`config.mk`:
```
export PLATFORM = sky130hd
export DESIGN_NAME = branch_predictor
export DESIGN_NICKNAME = d
export VERILOG_FILES = /design/src/source/bp_pkg.sv /design/src/source/branch_predictor.sv /design/src/source/bp_csr_apb.sv /design/src/source/bp_resolve.sv /design/src/source/bp_lookup.sv /design/src/source/bp_table.sv
export SDC_FILE = /design/constraint.sdc
export NUM_CORES = 1
export LEC_CHECK = 0
export BUFFER_PORTS_ARGS = -buffer_cell sky130_fd_sc_hd__buf_4
export CAP_MARGIN = 20
export CORE_ASPECT_RATIO = 0.5
export CORE_MARGIN = 2
export CORE_UTILIZATION = 52
export DETAILED_ROUTE_END_ITERATION = 12
export PLACE_DENSITY = 0.69
export SETUP_SLACK_MARGIN = 0.4
export SKIP_LAST_GASP = 1
export SYNTH_ARGS = -nofsm -noshare
export SYNTH_HDL_FRONTEND = slang
export SYNTH_SLANG_ARGS = --single-unit
```
`constraint.sdc`:
```
create_clock -name clock -period 7 [get_ports clock]
set_clock_uncertainty 0.2 [all_clocks]
set_input_delay 1.75 -clock clock [delete_from_list [all_inputs] [get_ports clock]]
set_output_delay 1.75 -clock clock [all_outputs]
set_load 0.01 [all_outputs]
```
`src/source/bp_pkg.sv`:
```
// ~~~~~~~~~~~~~~~~~~~~~~~~~~~~~~~~~~~~~~~~~~~~~~~~~~~~~~~~~~~~~~~~~~~~~~~~~~~
// Branch predictor shared types
// ~~~~~~~~~~~~~~~~~~~~~~~~~~~~~~~~~~~~~~~~~~~~~~~~~~~~~~~~~~~~~~~~~~~~~~~~~~~
`default_nettype none

package bp_pkg;

	// BTB geometry, index from PC[5:2], tag from PC[15:6]
	localparam int btb_rows        = 16;
	localparam int btb_index_width = 4;
	localparam int tag_width       = 10;
	localparam int target_width    = 12; // Target keeps PC[13:2] only

	// Direction table, index from PC[7:2]
	localparam int bht_rows        = 64;
	localparam int bht_index_width = 6;

	typedef struct packed {
		logic                    valid;
		logic [tag_width-1:0]    tag;
		logic [target_width-1:0] target;
	} btb_entry_t;

	// 2-bit saturating counter, bit 1 set means predict taken
	typedef logic [1:0] counter_t;
	localparam counter_t counter_min   = 2'd0; // Strongly not taken
	localparam counter_t counter_reset = 2'd1; // Weakly not taken
	localparam counter_t counter_max   = 2'd3; // Strongly taken

	localparam btb_entry_t btb_entry_reset = '0;

	typedef struct packed {
		logic        valid;
		logic [31:0] pc;
		logic        is_branch;
	} fetch_req_t;

	typedef struct packed {
		logic        taken;
		logic [31:0] target; // pc + 4 when not taken
	} prediction_t;

	typedef struct packed {
		logic        valid;
		logic [31:0] pc;
		logic        actual_taken;
		logic [31:0] actual_target;
		prediction_t predicted; // Prediction made when this branch was fetched
	} resolve_t;

	typedef struct packed {
		logic        mispredict;
		logic [31:0] pc;
	} redirect_t;

	typedef struct packed {
		logic        psel;
		logic        penable;
		logic        pwrite;
		logic [7:0]  paddr;
		logic [31:0] pwdata;
	} apb_req_t;

	typedef struct packed {
		logic [31:0] prdata;
		logic        pready;
		logic        pslverr;
	} apb_rsp_t;

	// Register map
	localparam logic [7:0] reg_ctrl        = 8'h00;
	localparam logic [7:0] reg_lookups     = 8'h04;
	localparam logic [7:0] reg_hits        = 8'h08;
	localparam logic [7:0] reg_mispredicts = 8'h0C;

endpackage

`default_nettype wire
```
`src/source/branch_predictor.sv`:
```
// ~~~~~~~~~~~~~~~~~~~~~~~~~~~~~~~~~~~~~~~~~~~~~~~~~~~~~~~~~~~~~~~~~~~~~~~~~~~
// Branch predictor top level
// ~~~~~~~~~~~~~~~~~~~~~~~~~~~~~~~~~~~~~~~~~~~~~~~~~~~~~~~~~~~~~~~~~~~~~~~~~~~
`default_nettype none
`timescale 1ns/100ps

module branch_predictor (
	input  wire logic                clock,
	input  wire logic                reset,
	input  wire bp_pkg::fetch_req_t  fetch,
	input  wire bp_pkg::resolve_t    resolve,
	input  wire bp_pkg::apb_req_t    apb_req,

	output      bp_pkg::prediction_t predict,
	output      bp_pkg::redirect_t   redirect,
	output      bp_pkg::apb_rsp_t    apb_rsp
);

	logic                                enable;
	logic [bp_pkg::btb_index_width-1:0]  btb_fetch_index;
	logic [bp_pkg::bht_index_width-1:0]  bht_fetch_index;
	logic [bp_pkg::bht_index_width-1:0]  bht_resolve_index;
	bp_pkg::btb_entry_t                  btb_fetch_entry;
	bp_pkg::counter_t                    bht_fetch_counter;
	bp_pkg::counter_t                    bht_resolve_counter;
	logic                                btb_write_en;
	logic [bp_pkg::btb_index_width-1:0]  btb_write_index;
	bp_pkg::btb_entry_t                  btb_write_data;
	logic                                bht_write_en;
	bp_pkg::counter_t                    bht_write_data;
	logic                                lookup_event;
	logic                                hit_event;
	logic                                mispredict_event;

	bp_table #(
		.entry_t     (bp_pkg::btb_entry_t),
		.depth       (bp_pkg::btb_rows),
		.reset_entry (bp_pkg::btb_entry_reset)
	) u_btb (
		.clock        (clock),
		.reset        (reset),
		.write_en     (btb_write_en),
		.write_index  (btb_write_index),
		.write_data   (btb_write_data),
		.read_index_a (btb_fetch_index),
		.read_index_b (btb_write_index), // Resolver never reads the BTB
		.read_data_a  (btb_fetch_entry),
		.read_data_b  ()
	);

	bp_table #(
		.entry_t     (bp_pkg::counter_t),
		.depth       (bp_pkg::bht_rows),
		.reset_entry (bp_pkg::counter_reset)
	) u_bht (
		.clock        (clock),
		.reset        (reset),
		.write_en     (bht_write_en),
		.write_index  (bht_resolve_index),
		.write_data   (bht_write_data),
		.read_index_a (bht_fetch_index),
		.read_index_b (bht_resolve_index),
		.read_data_a  (bht_fetch_counter),
		.read_data_b  (bht_resolve_counter)
	);

	bp_lookup u_lookup (
		.fetch        (fetch),
		.enable       (enable),
		.btb_entry    (btb_fetch_entry),
		.bht_counter  (bht_fetch_counter),
		.btb_index    (btb_fetch_index),
		.bht_index    (bht_fetch_index),
		.predict      (predict),
		.lookup_event (lookup_event),
		.hit_event    (hit_event)
	);

	bp_resolve u_resolve (
		.resolve          (resolve),
		.enable           (enable),
		.bht_counter      (bht_resolve_counter),
		.bht_index        (bht_resolve_index),
		.btb_write_en     (btb_write_en),
		.btb_write_index  (btb_write_index),
		.btb_write_data   (btb_write_data),
		.bht_write_en     (bht_write_en),
		.bht_write_data   (bht_write_data),
		.redirect         (redirect),
		.mispredict_event (mispredict_event)
	);

	bp_csr_apb u_csr (
		.clock            (clock),
		.reset            (reset),
		.apb_req          (apb_req),
		.lookup_event     (lookup_event),
		.hit_event        (hit_event),
		.mispredict_event (mispredict_event),
		.apb_rsp          (apb_rsp),
		.enable           (enable)
	);

endmodule

`default_nettype wire

```
`src/source/bp_csr_apb.sv`:
```
// ~~~~~~~~~~~~~~~~~~~~~~~~~~~~~~~~~~~~~~~~~~~~~~~~~~~~~~~~~~~~~~~~~~~~~~~~~~~
// Predictor control and event registers
// ~~~~~~~~~~~~~~~~~~~~~~~~~~~~~~~~~~~~~~~~~~~~~~~~~~~~~~~~~~~~~~~~~~~~~~~~~~~
`default_nettype none
`timescale 1ns/100ps

module bp_csr_apb (
	input  wire logic             clock,
	input  wire logic             reset,
	input  wire bp_pkg::apb_req_t apb_req,
	input  wire logic             lookup_event,     // One-cycle strobes
	input  wire logic             hit_event,
	input  wire logic             mispredict_event,

	output      bp_pkg::apb_rsp_t apb_rsp,
	output      logic             enable
);

	logic        access;
	logic        mapped;
	logic        read_only;
	logic        ctrl_write;
	logic [31:0] lookups_q;
	logic [31:0] hits_q;
	logic [31:0] mispredicts_q;
	logic [31:0] read_data;

	assign access = apb_req.psel & apb_req.penable; // Access phase, no wait states

	always_comb begin
		mapped    = 1'b1;
		read_only = 1'b1;
		read_data = 32'd0;
		case (apb_req.paddr)
			bp_pkg::reg_ctrl: begin
				read_only = 1'b0;
				read_data = {31'd0, enable};
			end
			bp_pkg::reg_lookups:     read_data = lookups_q;
			bp_pkg::reg_hits:        read_data = hits_q;
			bp_pkg::reg_mispredicts: read_data = mispredicts_q;
			default:                 mapped = 1'b0;
		endcase
	end

	assign ctrl_write = access & apb_req.pwrite & (apb_req.paddr == bp_pkg::reg_ctrl);

	always_comb begin
		apb_rsp.pready  = access;
		apb_rsp.pslverr = access & (~mapped | (apb_req.pwrite & read_only));
		apb_rsp.prdata  = (access & ~apb_req.pwrite) ? read_data : 32'd0;
	end

	always_ff @(posedge clock) begin
		if (reset) begin
			enable <= 1'b0;
		end else if (ctrl_write) begin
			enable <= apb_req.pwdata[0]; // Upper bits ignored
		end
	end

	// Wrapping counters, any ctrl write clears all three
	always_ff @(posedge clock) begin
		if (reset || ctrl_write) begin
			lookups_q     <= 32'd0;
			hits_q        <= 32'd0;
			mispredicts_q <= 32'd0;
		end else begin
			if (lookup_event)     lookups_q     <= lookups_q + 32'd1;
			if (hit_event)        hits_q        <= hits_q + 32'd1;
			if (mispredict_event) mispredicts_q <= mispredicts_q + 32'd1;
		end
	end

endmodule

`default_nettype wire

```
`src/source/bp_resolve.sv`:
```
// ~~~~~~~~~~~~~~~~~~~~~~~~~~~~~~~~~~~~~~~~~~~~~~~~~~~~~~~~~~~~~~~~~~~~~~~~~~~
// Execute-side branch resolver
// ~~~~~~~~~~~~~~~~~~~~~~~~~~~~~~~~~~~~~~~~~~~~~~~~~~~~~~~~~~~~~~~~~~~~~~~~~~~
`default_nettype none
`timescale 1ns/100ps

module bp_resolve (
	input  wire bp_pkg::resolve_t                        resolve,
	input  wire logic                                    enable,
	input  wire bp_pkg::counter_t                        bht_counter, // Stored counter at bht_index

	output      logic [bp_pkg::bht_index_width-1:0]      bht_index,
	output      logic                                    btb_write_en,
	output      logic [bp_pkg::btb_index_width-1:0]      btb_write_index,
	output      bp_pkg::btb_entry_t                      btb_write_data,
	output      logic                                    bht_write_en,
	output      bp_pkg::counter_t                        bht_write_data,
	output      bp_pkg::redirect_t                       redirect,
	output      logic                                    mispredict_event
);

	localparam int tag_lsb = bp_pkg::btb_index_width + 2;
	localparam int tag_msb = tag_lsb + bp_pkg::tag_width - 1;
	localparam int tgt_msb = bp_pkg::target_width + 1;

	logic        update;
	logic        dir_wrong;
	logic        target_wrong;
	logic [31:0] seq_pc;

	assign update = enable & resolve.valid;

	assign bht_index       = resolve.pc[bp_pkg::bht_index_width+1:2];
	assign btb_write_index = resolve.pc[bp_pkg::btb_index_width+1:2];

	// One step toward the outcome, saturating at both ends
	always_comb begin
		bht_write_data = bht_counter;
		if (resolve.actual_taken) begin
			if (bht_counter != bp_pkg::counter_max) begin
				bht_write_data = bht_counter + 2'd1;
			end
		end else if (bht_counter != bp_pkg::counter_min) begin
			bht_write_data = bht_counter - 2'd1;
		end
	end

	assign bht_write_en = update;

	// Taken branches install or refresh their entry
	// Not taken leaves the BTB row alone
	assign btb_write_en = update & resolve.actual_taken;

	always_comb begin
		btb_write_data.valid  = 1'b1;
		btb_write_data.tag    = resolve.pc[tag_msb:tag_lsb];
		btb_write_data.target = resolve.actual_target[tgt_msb:2];
	end

	assign dir_wrong    = resolve.predicted.taken != resolve.actual_taken;
	assign target_wrong = resolve.predicted.taken & resolve.actual_taken &
	                      (resolve.predicted.target != resolve.actual_target);

	assign seq_pc = resolve.pc + 32'd4;

	always_comb begin
		redirect.mispredict = update & (dir_wrong | target_wrong);
		redirect.pc         = resolve.actual_taken ? resolve.actual_target : seq_pc;
	end

	assign mispredict_event = redirect.mispredict;

endmodule

`default_nettype wire

```
`src/source/bp_lookup.sv`:
```
// ~~~~~~~~~~~~~~~~~~~~~~~~~~~~~~~~~~~~~~~~~~~~~~~~~~~~~~~~~~~~~~~~~~~~~~~~~~~
// Fetch-side prediction lookup
// ~~~~~~~~~~~~~~~~~~~~~~~~~~~~~~~~~~~~~~~~~~~~~~~~~~~~~~~~~~~~~~~~~~~~~~~~~~~
`default_nettype none
`timescale 1ns/100ps

module bp_lookup (
	input  wire bp_pkg::fetch_req_t                      fetch,
	input  wire logic                                    enable,
	input  wire bp_pkg::btb_entry_t                      btb_entry,   // Entry at btb_index
	input  wire bp_pkg::counter_t                        bht_counter, // Counter at bht_index

	output      logic [bp_pkg::btb_index_width-1:0]      btb_index,
	output      logic [bp_pkg::bht_index_width-1:0]      bht_index,
	output      bp_pkg::prediction_t                     predict,
	output      logic                                    lookup_event,
	output      logic                                    hit_event
);

	localparam int tag_lsb = bp_pkg::btb_index_width + 2;
	localparam int tag_msb = tag_lsb + bp_pkg::tag_width - 1;
	localparam int tgt_msb = bp_pkg::target_width + 1;

	logic [bp_pkg::tag_width-1:0] fetch_tag;
	logic                         branch_fetch;
	logic                         hit;
	logic [31:0]                  seq_pc;
	logic [31:0]                  btb_target;

	// Word-aligned PC, low two bits never index
	assign btb_index = fetch.pc[bp_pkg::btb_index_width+1:2];
	assign bht_index = fetch.pc[bp_pkg::bht_index_width+1:2];
	assign fetch_tag = fetch.pc[tag_msb:tag_lsb];

	assign branch_fetch = enable & fetch.valid & fetch.is_branch;
	assign hit          = branch_fetch & btb_entry.valid & (btb_entry.tag == fetch_tag);

	assign seq_pc = fetch.pc + 32'd4;

	// Upper bits borrowed from the fetch PC, only PC[13:2] is stored
	always_comb begin
		btb_target                 = fetch.pc;
		btb_target[tgt_msb:2]      = btb_entry.target;
		btb_target[1:0]            = 2'b00;
	end

	always_comb begin
		predict.taken  = hit & bht_counter[1]; // Weakly or strongly taken
		predict.target = predict.taken ? btb_target : seq_pc;
	end

	assign lookup_event = branch_fetch;
	assign hit_event    = hit;

endmodule

`default_nettype wire

```
`src/source/bp_table.sv`:
```
// ~~~~~~~~~~~~~~~~~~~~~~~~~~~~~~~~~~~~~~~~~~~~~~~~~~~~~~~~~~~~~~~~~~~~~~~~~~~
// Direct-mapped prediction table
// ~~~~~~~~~~~~~~~~~~~~~~~~~~~~~~~~~~~~~~~~~~~~~~~~~~~~~~~~~~~~~~~~~~~~~~~~~~~
`default_nettype none
`timescale 1ns/100ps

module bp_table #(
	parameter type    entry_t     = logic,
	parameter int     depth       = 16,
	parameter entry_t reset_entry = '0
) (
	input  wire logic                     clock,
	input  wire logic                     reset,

	input  wire logic                     write_en,
	input  wire logic [$clog2(depth)-1:0] write_index,
	input  wire entry_t                   write_data,

	input  wire logic [$clog2(depth)-1:0] read_index_a, // Fetch side
	input  wire logic [$clog2(depth)-1:0] read_index_b, // Read-modify-write side
	output      entry_t                   read_data_a,
	output      entry_t                   read_data_b
);

	entry_t table_q [depth];

	always_ff @(posedge clock) begin
		if (reset) begin
			for (int i = 0; i < depth; i++) begin
				table_q[i] <= reset_entry;
			end
		end else if (write_en) begin
			table_q[write_index] <= write_data;
		end
	end

	// Port a sees a write in the same cycle, so a fetch of a branch that
	// resolves right now already uses the updated entry
	always_comb begin
		if (write_en && (write_index == read_index_a)) begin
			read_data_a = write_data;
		end else begin
			read_data_a = table_q[read_index_a];
		end
	end

	// Port b feeds the writer itself, forwarding here would close a loop
	assign read_data_b = table_q[read_index_b];

endmodule

`default_nettype wire

```
==> results of run 1 <==
==> routing by layer <==
layer	routed length, um	vias up
li1	-	10200
met1	38700	11400
met2	43000	1028
met3	8130	173
met4	2350	2
met5	13	-
==> cell usage after synthesis (27+ instances only) <==
| master | n |
|---|---|
| edfxtp_1 | 480 |
| and2_1 | 325 |
| clkbuf_1 | 185 |
| nor2_1 | 175 |
| o21ai_0 | 150 |
| nand2_1 | 142 |
| mux4_2 | 136 |
| nor3_1 | 126 |
| nand3_1 | 115 |
| dfxtp_1 | 113 |
| xor2_1 | 97 |
| xnor2_1 | 66 |
| a21oi_1 | 48 |
| and3_1 | 46 |
| mux2i_1 | 43 |
| mux2_2 | 41 |
| nand4_1 | 41 |
| a22oi_1 | 38 |
| nor4_1 | 27 |
==> registers in the layout (all words and copies together), names as in the netlist <==
register / cells
u_bht.table_q: 128
u_csr.enable: 1
u_csr.lookups_q: 32
u_csr.hits_q: 32
u_btb.table_q: 368
u_csr.mispredicts_q: 32
==> kinds of logic after synthesis <==
| family | count (synthesis) | synth area share |
|---|---|---|
| and+or+nand+nor | 1095 | 0.188 |
| DFF | 593 | 0.535 |
| AOI/OAI and AO/OA | 308 | 0.0586 |
| buffers and inverters | 269 | 0.0363 |
| muxes | 226 | 0.132 |
| xor gates and xnor gates | 163 | 0.0458 |
| adders and majority gates | 10 | 0.00394 |
==> worst paths after layout <==
path / start / end / slack (ps) / cells after the start
max: fetch[4] / predict[31] / 420 / 15
min: u_btb.table_q[2][22] / u_btb.table_q[2][22] / 250 / 1
max reg2reg: u_bht.table_q[36][0] / u_bht.table_q[33][1] / 2980 / 10
min reg2reg: u_btb.table_q[2][22] / u_btb.table_q[2][22] / 250 / 1
==> worst max-delay path, stage by stage <==
cell	delay (ps)
buf_16	140
buf_12	110
buf_4	150
mux4_1	540
mux4_2	570
xnor2_2	160
nor2_1	80
nor4_2	150
buf_4	170
nand3_4	150
buf_6	200
buf_8	130
nand2_4	60
xnor2_2	110
buf_4	140
==> area by class of cell <==
class,count,area (um2)
fill,4657,22700
sequential,593,16700
multi-input combinational,1802,13800
timing repair buffer,382,3210
clock buffer,70,1420
tap,812,1020
clock inverter,28,322
inverter,21,78.8
==> per-stage QoR <==
step | hold slack (ps) | cell area (um2)
finish | 254 | 36500
CTS | 258 | 36100
global route | 266 | 36500
detailed placement | 243 | 34000
global placement | 231 | 34000
floorplan | 221 | 31200
==> power by group through the flow <==
stage	clock network, W	logic (W)	registers (W)
after floorplan	0	0.000460	0.00397
after global placement	0	0.000794	0.00397
after detailed placement	0	0.000798	0.00398
after CTS	0.00302	0.000822	0.00390
after global routing	0.00316	0.000906	0.00391
final	0.00300	0.000862	0.00390
==> repair_timing <==
action | 4_1_cts | 5_1_grt
resized for setup | 42 | 59
buffers inserted | 9 | 12
endpoints found under the hold margin | 0 | 0
setup endpoints to repair | 34 | 37
cloned | 3 | 3
pin swaps | 8 | 14
==> results.toml, run 1 <==
[worst_hold_path]
hold_class = "reg -> reg"

[timing]
min_period_ps = 6580
setup_viol = 0
drv_slew = 0
tns_ps = 0
post-route-period-util = 0.940
rsz0062_at_grt = "yes"
fmax_mhz = 152
hold_viol = 0
layout_setup_ws_ps = 419
max_slew_margin = 0.223
tightest_slew_ps = 1170

[final_layout]
area_growth_pct = 17.3
drive_gt1_frac = 0.255
nNetsFinal = 3039
n_antenna_cell = 0
final_cells = 3708
layout_commonest_cell = "edfxtp_1"
most-common-layout-cells = "480 x edfxtp_1, 350 x buf_4, 325 x and2_1"
fin_util = 0.617

[pwr]
power_frac_seq = 0.502
power_switching_w = 0.00192
switching_share = 0.247
power.density_nw_per_um2 = 213
p_comb_frac = 0.111
p_int_w = 0.00585
p_leak_nw = 13.1
total_power_w = 0.00777
pwr-share-clk = 0.387
peakVddDrop_mv = 0.183

[grt]
gr-usage-met3 = 0.0577
overflow = 0
grt_pass1_vias = 22200
grt_max_degree = 94
grt_busiest_layer = "met2"
grt_use_met1 = 0.415
antenna_found_initial = 1
grtUsageMet2 = 0.460
grt_pass1_wl_um = 136000
track_usage = 0.291

[logic_synthesis]
synth_top_area_share = 0.463
ys_top_cells_by_area = "edfxtp_1 46%, mux4_2 9.8%, dfxtp_1 7.3%"
ys.flop_type = "edfxtp_1"
yosys.area.top_type = "edfxtp_1"
ys_ff_latch = 593
async_flop_share = 0
synth_edf_count = 480
syn_avg_cell_area_um2 = 11.7
synth_cells = 2664
ys_seq_area_frac = 0.535
yosysWarnings = 0
yosysUniqueCellTypes = 67
syn_area_um2 = 31100
synth_fp_nets = 2851

[cts]
cts_made_buffers = 52
cts_hold_buf = 0
cts_tree = "built"
htreeDepth = 2
cts_max_path_buffers = 3
clock-root-buffer = "clkbuf_16"
clock_latency_ps = 620
clock-sinks = 593
clk_pin_slew_worst_paths_ps = 70

[critical_path]
start_kind = "input port"
worstPathMaxFanout = 6
cp.required_ps = 5050
worst-endpoint-arrival_ps = 4630
path_class = "in -> out"
end_kind = "output port"

[routing]
vias = 22800
routed_wl_um = 92200
routedWlPerCell_um = 24.9
ant_nets = 0
dr.pass1.iters = 6
drc = 0
drtIter0Drc = 2633
vias_per_cell = 6.14

[placed_design]
numPortBuffers = 246
post-place-ws_ps = 85.2
gp_congestion = 0.891
placedCellCount = 3582
post-dp-hpwl_um = 60600

[floorplanning]
dieHeight_um = 177
ios = 278
die_w_um = 350
die_area_um2 = 62000
core_um2 = 59200
rows = 63
initial_core_util = 0.526

[job]
maxCapViolCount = 0

[outcome]
status = "finished clean"
No activity file was read; power rests on OpenSTA's default activity.
==> inputs of run 2 (changes only) <==
--- a/config.mk
+++ b/config.mk
@@ -11,6 +11,7 @@
 export CORE_MARGIN = 2
 export CORE_UTILIZATION = 52
 export DETAILED_ROUTE_END_ITERATION = 12
+export MAX_ROUTING_LAYER = met4
 export PLACE_DENSITY = 0.69
 export SETUP_SLACK_MARGIN = 0.4
 export SKIP_LAST_GASP = 1
==> constraint.sdc (replaced) <==
create_clock -name clock -period 7 [get_ports clock]
set_clock_uncertainty 0.2 [all_clocks]
set_input_delay 2.1 -clock clock [delete_from_list [all_inputs] [get_ports clock]]
set_output_delay 2.1 -clock clock [all_outputs]
set_load 0.01 [all_outputs]
==> run 2 against run 1 <==
Effect of this change:
- the run now ends with negative setup slack left
- die area did not move
- combinational power rose by 9.6%
- core utilization rose by 2.3 points
- critical path type unchanged
- largest power group unchanged
- highest routed layer is now met4
==> results.toml, run 2 (synthesis gave the netlist of run 1 again) <==
[outcome]
status = "finished, violations left"
violations = "negative setup slack"

[grt]
grt_max_degree = 62
grt_pass1_vias = 22500
grt_use_met1 = 0.431
grtUsageMet2 = 0.484
grt_busiest_layer = "met2"
overflow = 0
track_usage = 0.317
antenna_found_initial = 2
grt_pass1_wl_um = 141000
gr-usage-met3 = 0.0761

[critical_path]
end_kind = "output port"
start_kind = "input port"
path_class = "in -> out"
cp.required_ps = 4700
worst-endpoint-arrival_ps = 5040
worstPathMaxFanout = 10

[pwr]
p_leak_nw = 13.8
peakVddDrop_mv = 0.195
total_power_w = 0.00792
power.density_nw_per_um2 = 209

[floorplanning]
die_area_um2 = 62000
rows = 63
core_um2 = 59200
ios = 278
initial_core_util = 0.526
die_w_um = 350
dieHeight_um = 177

[cts]
clock-root-buffer = "clkbuf_16"
cts_tree = "built"
cts_hold_buf = 0
clk_pin_slew_worst_paths_ps = 60
cts_made_buffers = 52
cts_max_path_buffers = 3
clock-sinks = 593
clock_latency_ps = 610
htreeDepth = 2

[job]
maxCapViolCount = 0

[final_layout]
largest_reg_flops = 368
fin_util = 0.640
n_fill_cell = 4510
regMostFlops = "u_btb.table_q"
reg_top3 = "u_btb.table_q (368), u_bht.table_q (128)"
drive_gt1_frac = 0.296
layout_commonest_cell = "edfxtp_1"
stdcell_area_um2 = 37900
nNetsFinal = 3150
final_cells = 3819
most-common-layout-cells = "480 x edfxtp_1, 441 x buf_4, 323 x and2_1"
area_growth_pct = 21.6

[timing]
min_period_ps = 7340
drv_slew = 0
fmax_mhz = 136
rsz0062_at_grt = "yes"
max_slew_margin = 0.288
setup_viol = 33
tns_ps = -8090
post-route-period-util = 1.05
layout_setup_ws_ps = -340
hold_viol = 0
tightest_slew_ps = 1070

[routing]
routedWlPerCell_um = 25.3
dr.pass1.iters = 6
vias = 23500
drc = 0
drtIter0Drc = 2846
vias_per_cell = 6.15
routed_wl_um = 96600
ant_nets = 0

[worst_hold_path]
hold_class = "reg -> reg"

[placed_design]
post-dp-hpwl_um = 65200
placedCellCount = 3700
numPortBuffers = 246
gp_congestion = 0.963
place_area_um2 = 35100
[run 2: changes by cell type in the layout (fill, tap and decap cells not counted), moves of 6 or more]
cell	delta
nand3_1	-8
buf_6	+12
o21ai_0	-10
nand3_4	+8
buf_4	+91
xnor2_2	+9
buf_16	+6
xnor2_1	-9
[run 2: timing repair]
item,CTS,global route
gates cloned,6,0
gates resized for setup,117,49
pin swaps,18,23
setup endpoints to repair,51,45
setup buffers,11,3
[run 2: path summary, 6_finish.rpt]
check                            start                    to  slack, ps  depth (start not counted)
setup / recovery              fetch[4]           predict[24]       -340                         14
setup reg to reg  u_btb.table_q[9][21]      u_csr.hits_q[22]       2940                         12
hold reg to reg   u_btb.table_q[1][22]  u_btb.table_q[1][22]        260                          1
hold / removal    u_btb.table_q[1][22]  u_btb.table_q[1][22]        260                          1
[run 2: layout make-up]
type                       count  area (um2)  share of cell area
inverter                      21        78.8             0.00208
tap                          812        1020              0.0268
timing repair buffer         493        4170               0.110
antenna                        1        2.50           0.0000661
multi-input combinational   1802       14100               0.373
sequential                   593       16700               0.440
clock buffer                  71        1470              0.0387
clock inverter                26         329             0.00869
[run 2: worst max-delay path, cell delays in order]
cell and delay, ps:
buf_16 130, buf_12 140, buf_4 220, mux4_2 340, mux4_2 490, mux2i_2 260, o2111a_1 290, a211oi_4 100
nand3_4 130, buf_12 130, buf_8 120, nand4b_1 180, xnor2_2 210, buf_4 150
[run 2: report_power, final]
group          switching (W)  internal, W  leakage (nW)
sequential         0.0000273      0.00388          5.64
combinational       0.000551     0.000394          7.28
clock                0.00134      0.00173         0.872
[run 2: through the flow]
step	setup slack, ps	hold WS (ps)
4_1_cts	-243	256
5_1_grt	-364	264
2_1_floorplan	-12.5	221
3_5_place_dp	-512	240
3_3_place_gp	-462	233
6_report	-340	256
[run 2: metal layers]
| metal | vias to the layer above | wire (um) |
|---|---|---|
| met5 | - | 0 |
| met4 | 0 | 2510 |
| met3 | 171 | 9700 |
| met2 | 1149 | 44900 |
| met1 | 11800 | 39400 |
| li1 | 10400 | - |
==> inputs of run 3 (changes only) <==
--- a/config.mk
+++ b/config.mk
@@ -17,4 +17,5 @@
 export SKIP_LAST_GASP = 1
 export SYNTH_ARGS = -nofsm -noshare
 export SYNTH_HDL_FRONTEND = slang
+export SYNTH_HIERARCHICAL = 1
 export SYNTH_SLANG_ARGS = --single-unit
==> run 3 against run 2 <==
Effect of this change:
- the flow still finishes with violations (negative setup slack)
- non-clock buffer count shrank 76
- global-route usage is 1.2 points lower
- clock-buffer cell count rose by 3
- clock power hardly changed
- total power is 0.86% lower
- sequential cell count stayed put
- synthesized cell count is 0.30% lower
- sequential power hardly changed
- fmax down 4.8%
- sequential share of layout area is 0.48 points higher
- design area decreased by 0.14%
- area after synthesis is 3.4% higher
==> results.toml, run 3 <==
[grt]
grt_pass1_wl_um = 142000
grt_pass1_vias = 22300
overflow = 0
track_usage = 0.304
antenna_found_initial = 1
grt_max_degree = 61

[floorplanning]
dieHeight_um = 180
core_um2 = 61200
initial_core_util = 0.527
ios = 278
die_w_um = 356
die_area_um2 = 64100
rows = 64

[final_layout]
n_fill_cell = 4801
final_cells = 3735
register_area_um2 = 16800
area_growth_pct = 17.4
fin_util = 0.618
drive_gt1_frac = 0.287
regMostFlops = "u_btb/table_q"
layout_commonest_cell = "edfxtp_1"
nNetsFinal = 3048
largest_reg_flops = 368
multiInputGateArea_um2 = 14500
most-common-layout-cells = "496 x edfxtp_1, 376 x buf_4, 376 x and2_1"
reg_top3 = "u_btb/table_q (368), u_bht/table_q (128)"

[pwr]
total_power_w = 0.00786
p_leak_nw = 13.7
power_frac_seq = 0.499
switching_share = 0.239
peakVddDrop_mv = 0.211
pwr-share-clk = 0.389
power_switching_w = 0.00188
power.density_nw_per_um2 = 208
p_int_w = 0.00598
p_comb_frac = 0.112

[timing]
tightest_slew_ps = 1080
hold_viol = 0
post-route-period-util = 1.10
whs_ps = 262
drv_slew = 0
min_period_ps = 7710
setup_viol = 33
layout_setup_ws_ps = -708
rsz0062_at_grt = "yes"
fmax_mhz = 130
max_slew_margin = 0.277

[routing]
ant_nets = 0
routed_wl_um = 96000
met2WireLength_um = 45500
drc = 0
vias = 22900
vias_per_cell = 6.13
dr.pass1.iters = 5
top_layer = "met4"
drtIter0Drc = 2408
routedWlPerCell_um = 25.7
m1WireLength_um = 39700
wl_met3_um = 7150

[logic_synthesis]
syn_area_um2 = 32200
synth_cells = 2656
synth_fp_nets = 2840
syn_avg_cell_area_um2 = 12.1
yosysWarnings = 6

[critical_path]
path_class = "in -> out"
start_kind = "input port"
end_kind = "output port"
cp.required_ps = 4700
worst-endpoint-arrival_ps = 5410
worstPathMaxFanout = 6

[outcome]
status = "finished, violations left"
violations = "negative setup slack"

[cts]
htreeDepth = 2
clk_pin_slew_worst_paths_ps = 60
clock-sinks = 593
cts_max_path_buffers = 3
clock-root-buffer = "clkbuf_16"
cts_tree = "built"
cts_made_buffers = 54
clock_latency_ps = 620

[placed_design]
post-place-ws_ps = -782
post-dp-hpwl_um = 66100
placedCellCount = 3618
numPortBuffers = 246
gp_congestion = 0.947

[job]
maxCapViolCount = 0

[worst_hold_path]
hold_class = "reg -> reg"
## run 3: power by group through the flow
| stage | logic [W] | registers (W) | clock network (W) |
|---|---|---|---|
| 2_1_floorplan | 0.000483 | 0.00398 | 0 |
| 3_3_place_gp | 0.000831 | 0.00399 | 0 |
| 3_5_place_dp | 0.000836 | 0.00400 | 0 |
| 4_1_cts | 0.000860 | 0.00392 | 0.00310 |
| 5_1_grt | 0.000920 | 0.00393 | 0.00323 |
| 6_report | 0.000877 | 0.00392 | 0.00306 |
## run 3: area by class of cell
| type | instances | area share |
|---|---|---|
| timing repair buffer | 417 | 0.0942 |
| sequential | 593 | 0.445 |
| multi-input combinational | 1779 | 0.383 |
| clock inverter | 27 | 0.00794 |
| inverter | 19 | 0.00189 |
| clock buffer | 74 | 0.0400 |
| tap | 825 | 0.0273 |
| antenna | 1 | 0.0000662 |
## run 3: stage by stage
stage          setup TNS, ps  instance area, um2
2_1_floorplan          -7210               32500
5_1_grt               -22980               37800
3_5_place_dp          -22770               35400
3_3_place_gp          -21530               35400
4_1_cts               -20360               37700
6_report              -20950               37800
## run 3: what timing repair did
action,4_1_cts,5_1_grt
resized for setup,63,19
pin swaps,16,5
cloned,5,0
endpoints found under the setup margin,46,35
setup buffers,8,1
hold buffers,0,0
## run 3: layer usage
layer  global-route usage  up-vias
met5                    -        -
met3               0.0466      187
met4                0.104        0
met2                0.477      965
met1                0.408    11500
li1                     -    10200
## run 3: worst paths after layout
kind / start / end / slack [ps] / cells past startpoint
worst max register to register: u_csr/enable / u_csr/hits_q[29] / 2420 / 16
worst max-delay path: resolve[68] / predict[31] / -710 / 16
worst min register to register: u_csr/hits_q[30] / u_csr/hits_q[30] / 260 / 2
worst min-delay path: u_csr/hits_q[30] / u_csr/hits_q[30] / 260 / 2
## run 3: worst max-delay path, cell delays in order
cell	delay [ps]
buf_16	130
buf_12	150
mux4_2	530
mux4_2	510
mux4_2	490
maj3_2	350
nand2_2	90
o311ai_4	100
inv_1	70
or4_4	130
buf_12	130
buf_12	140
buf_12	110
nand3_4	60
xnor2_2	150
buf_4	140
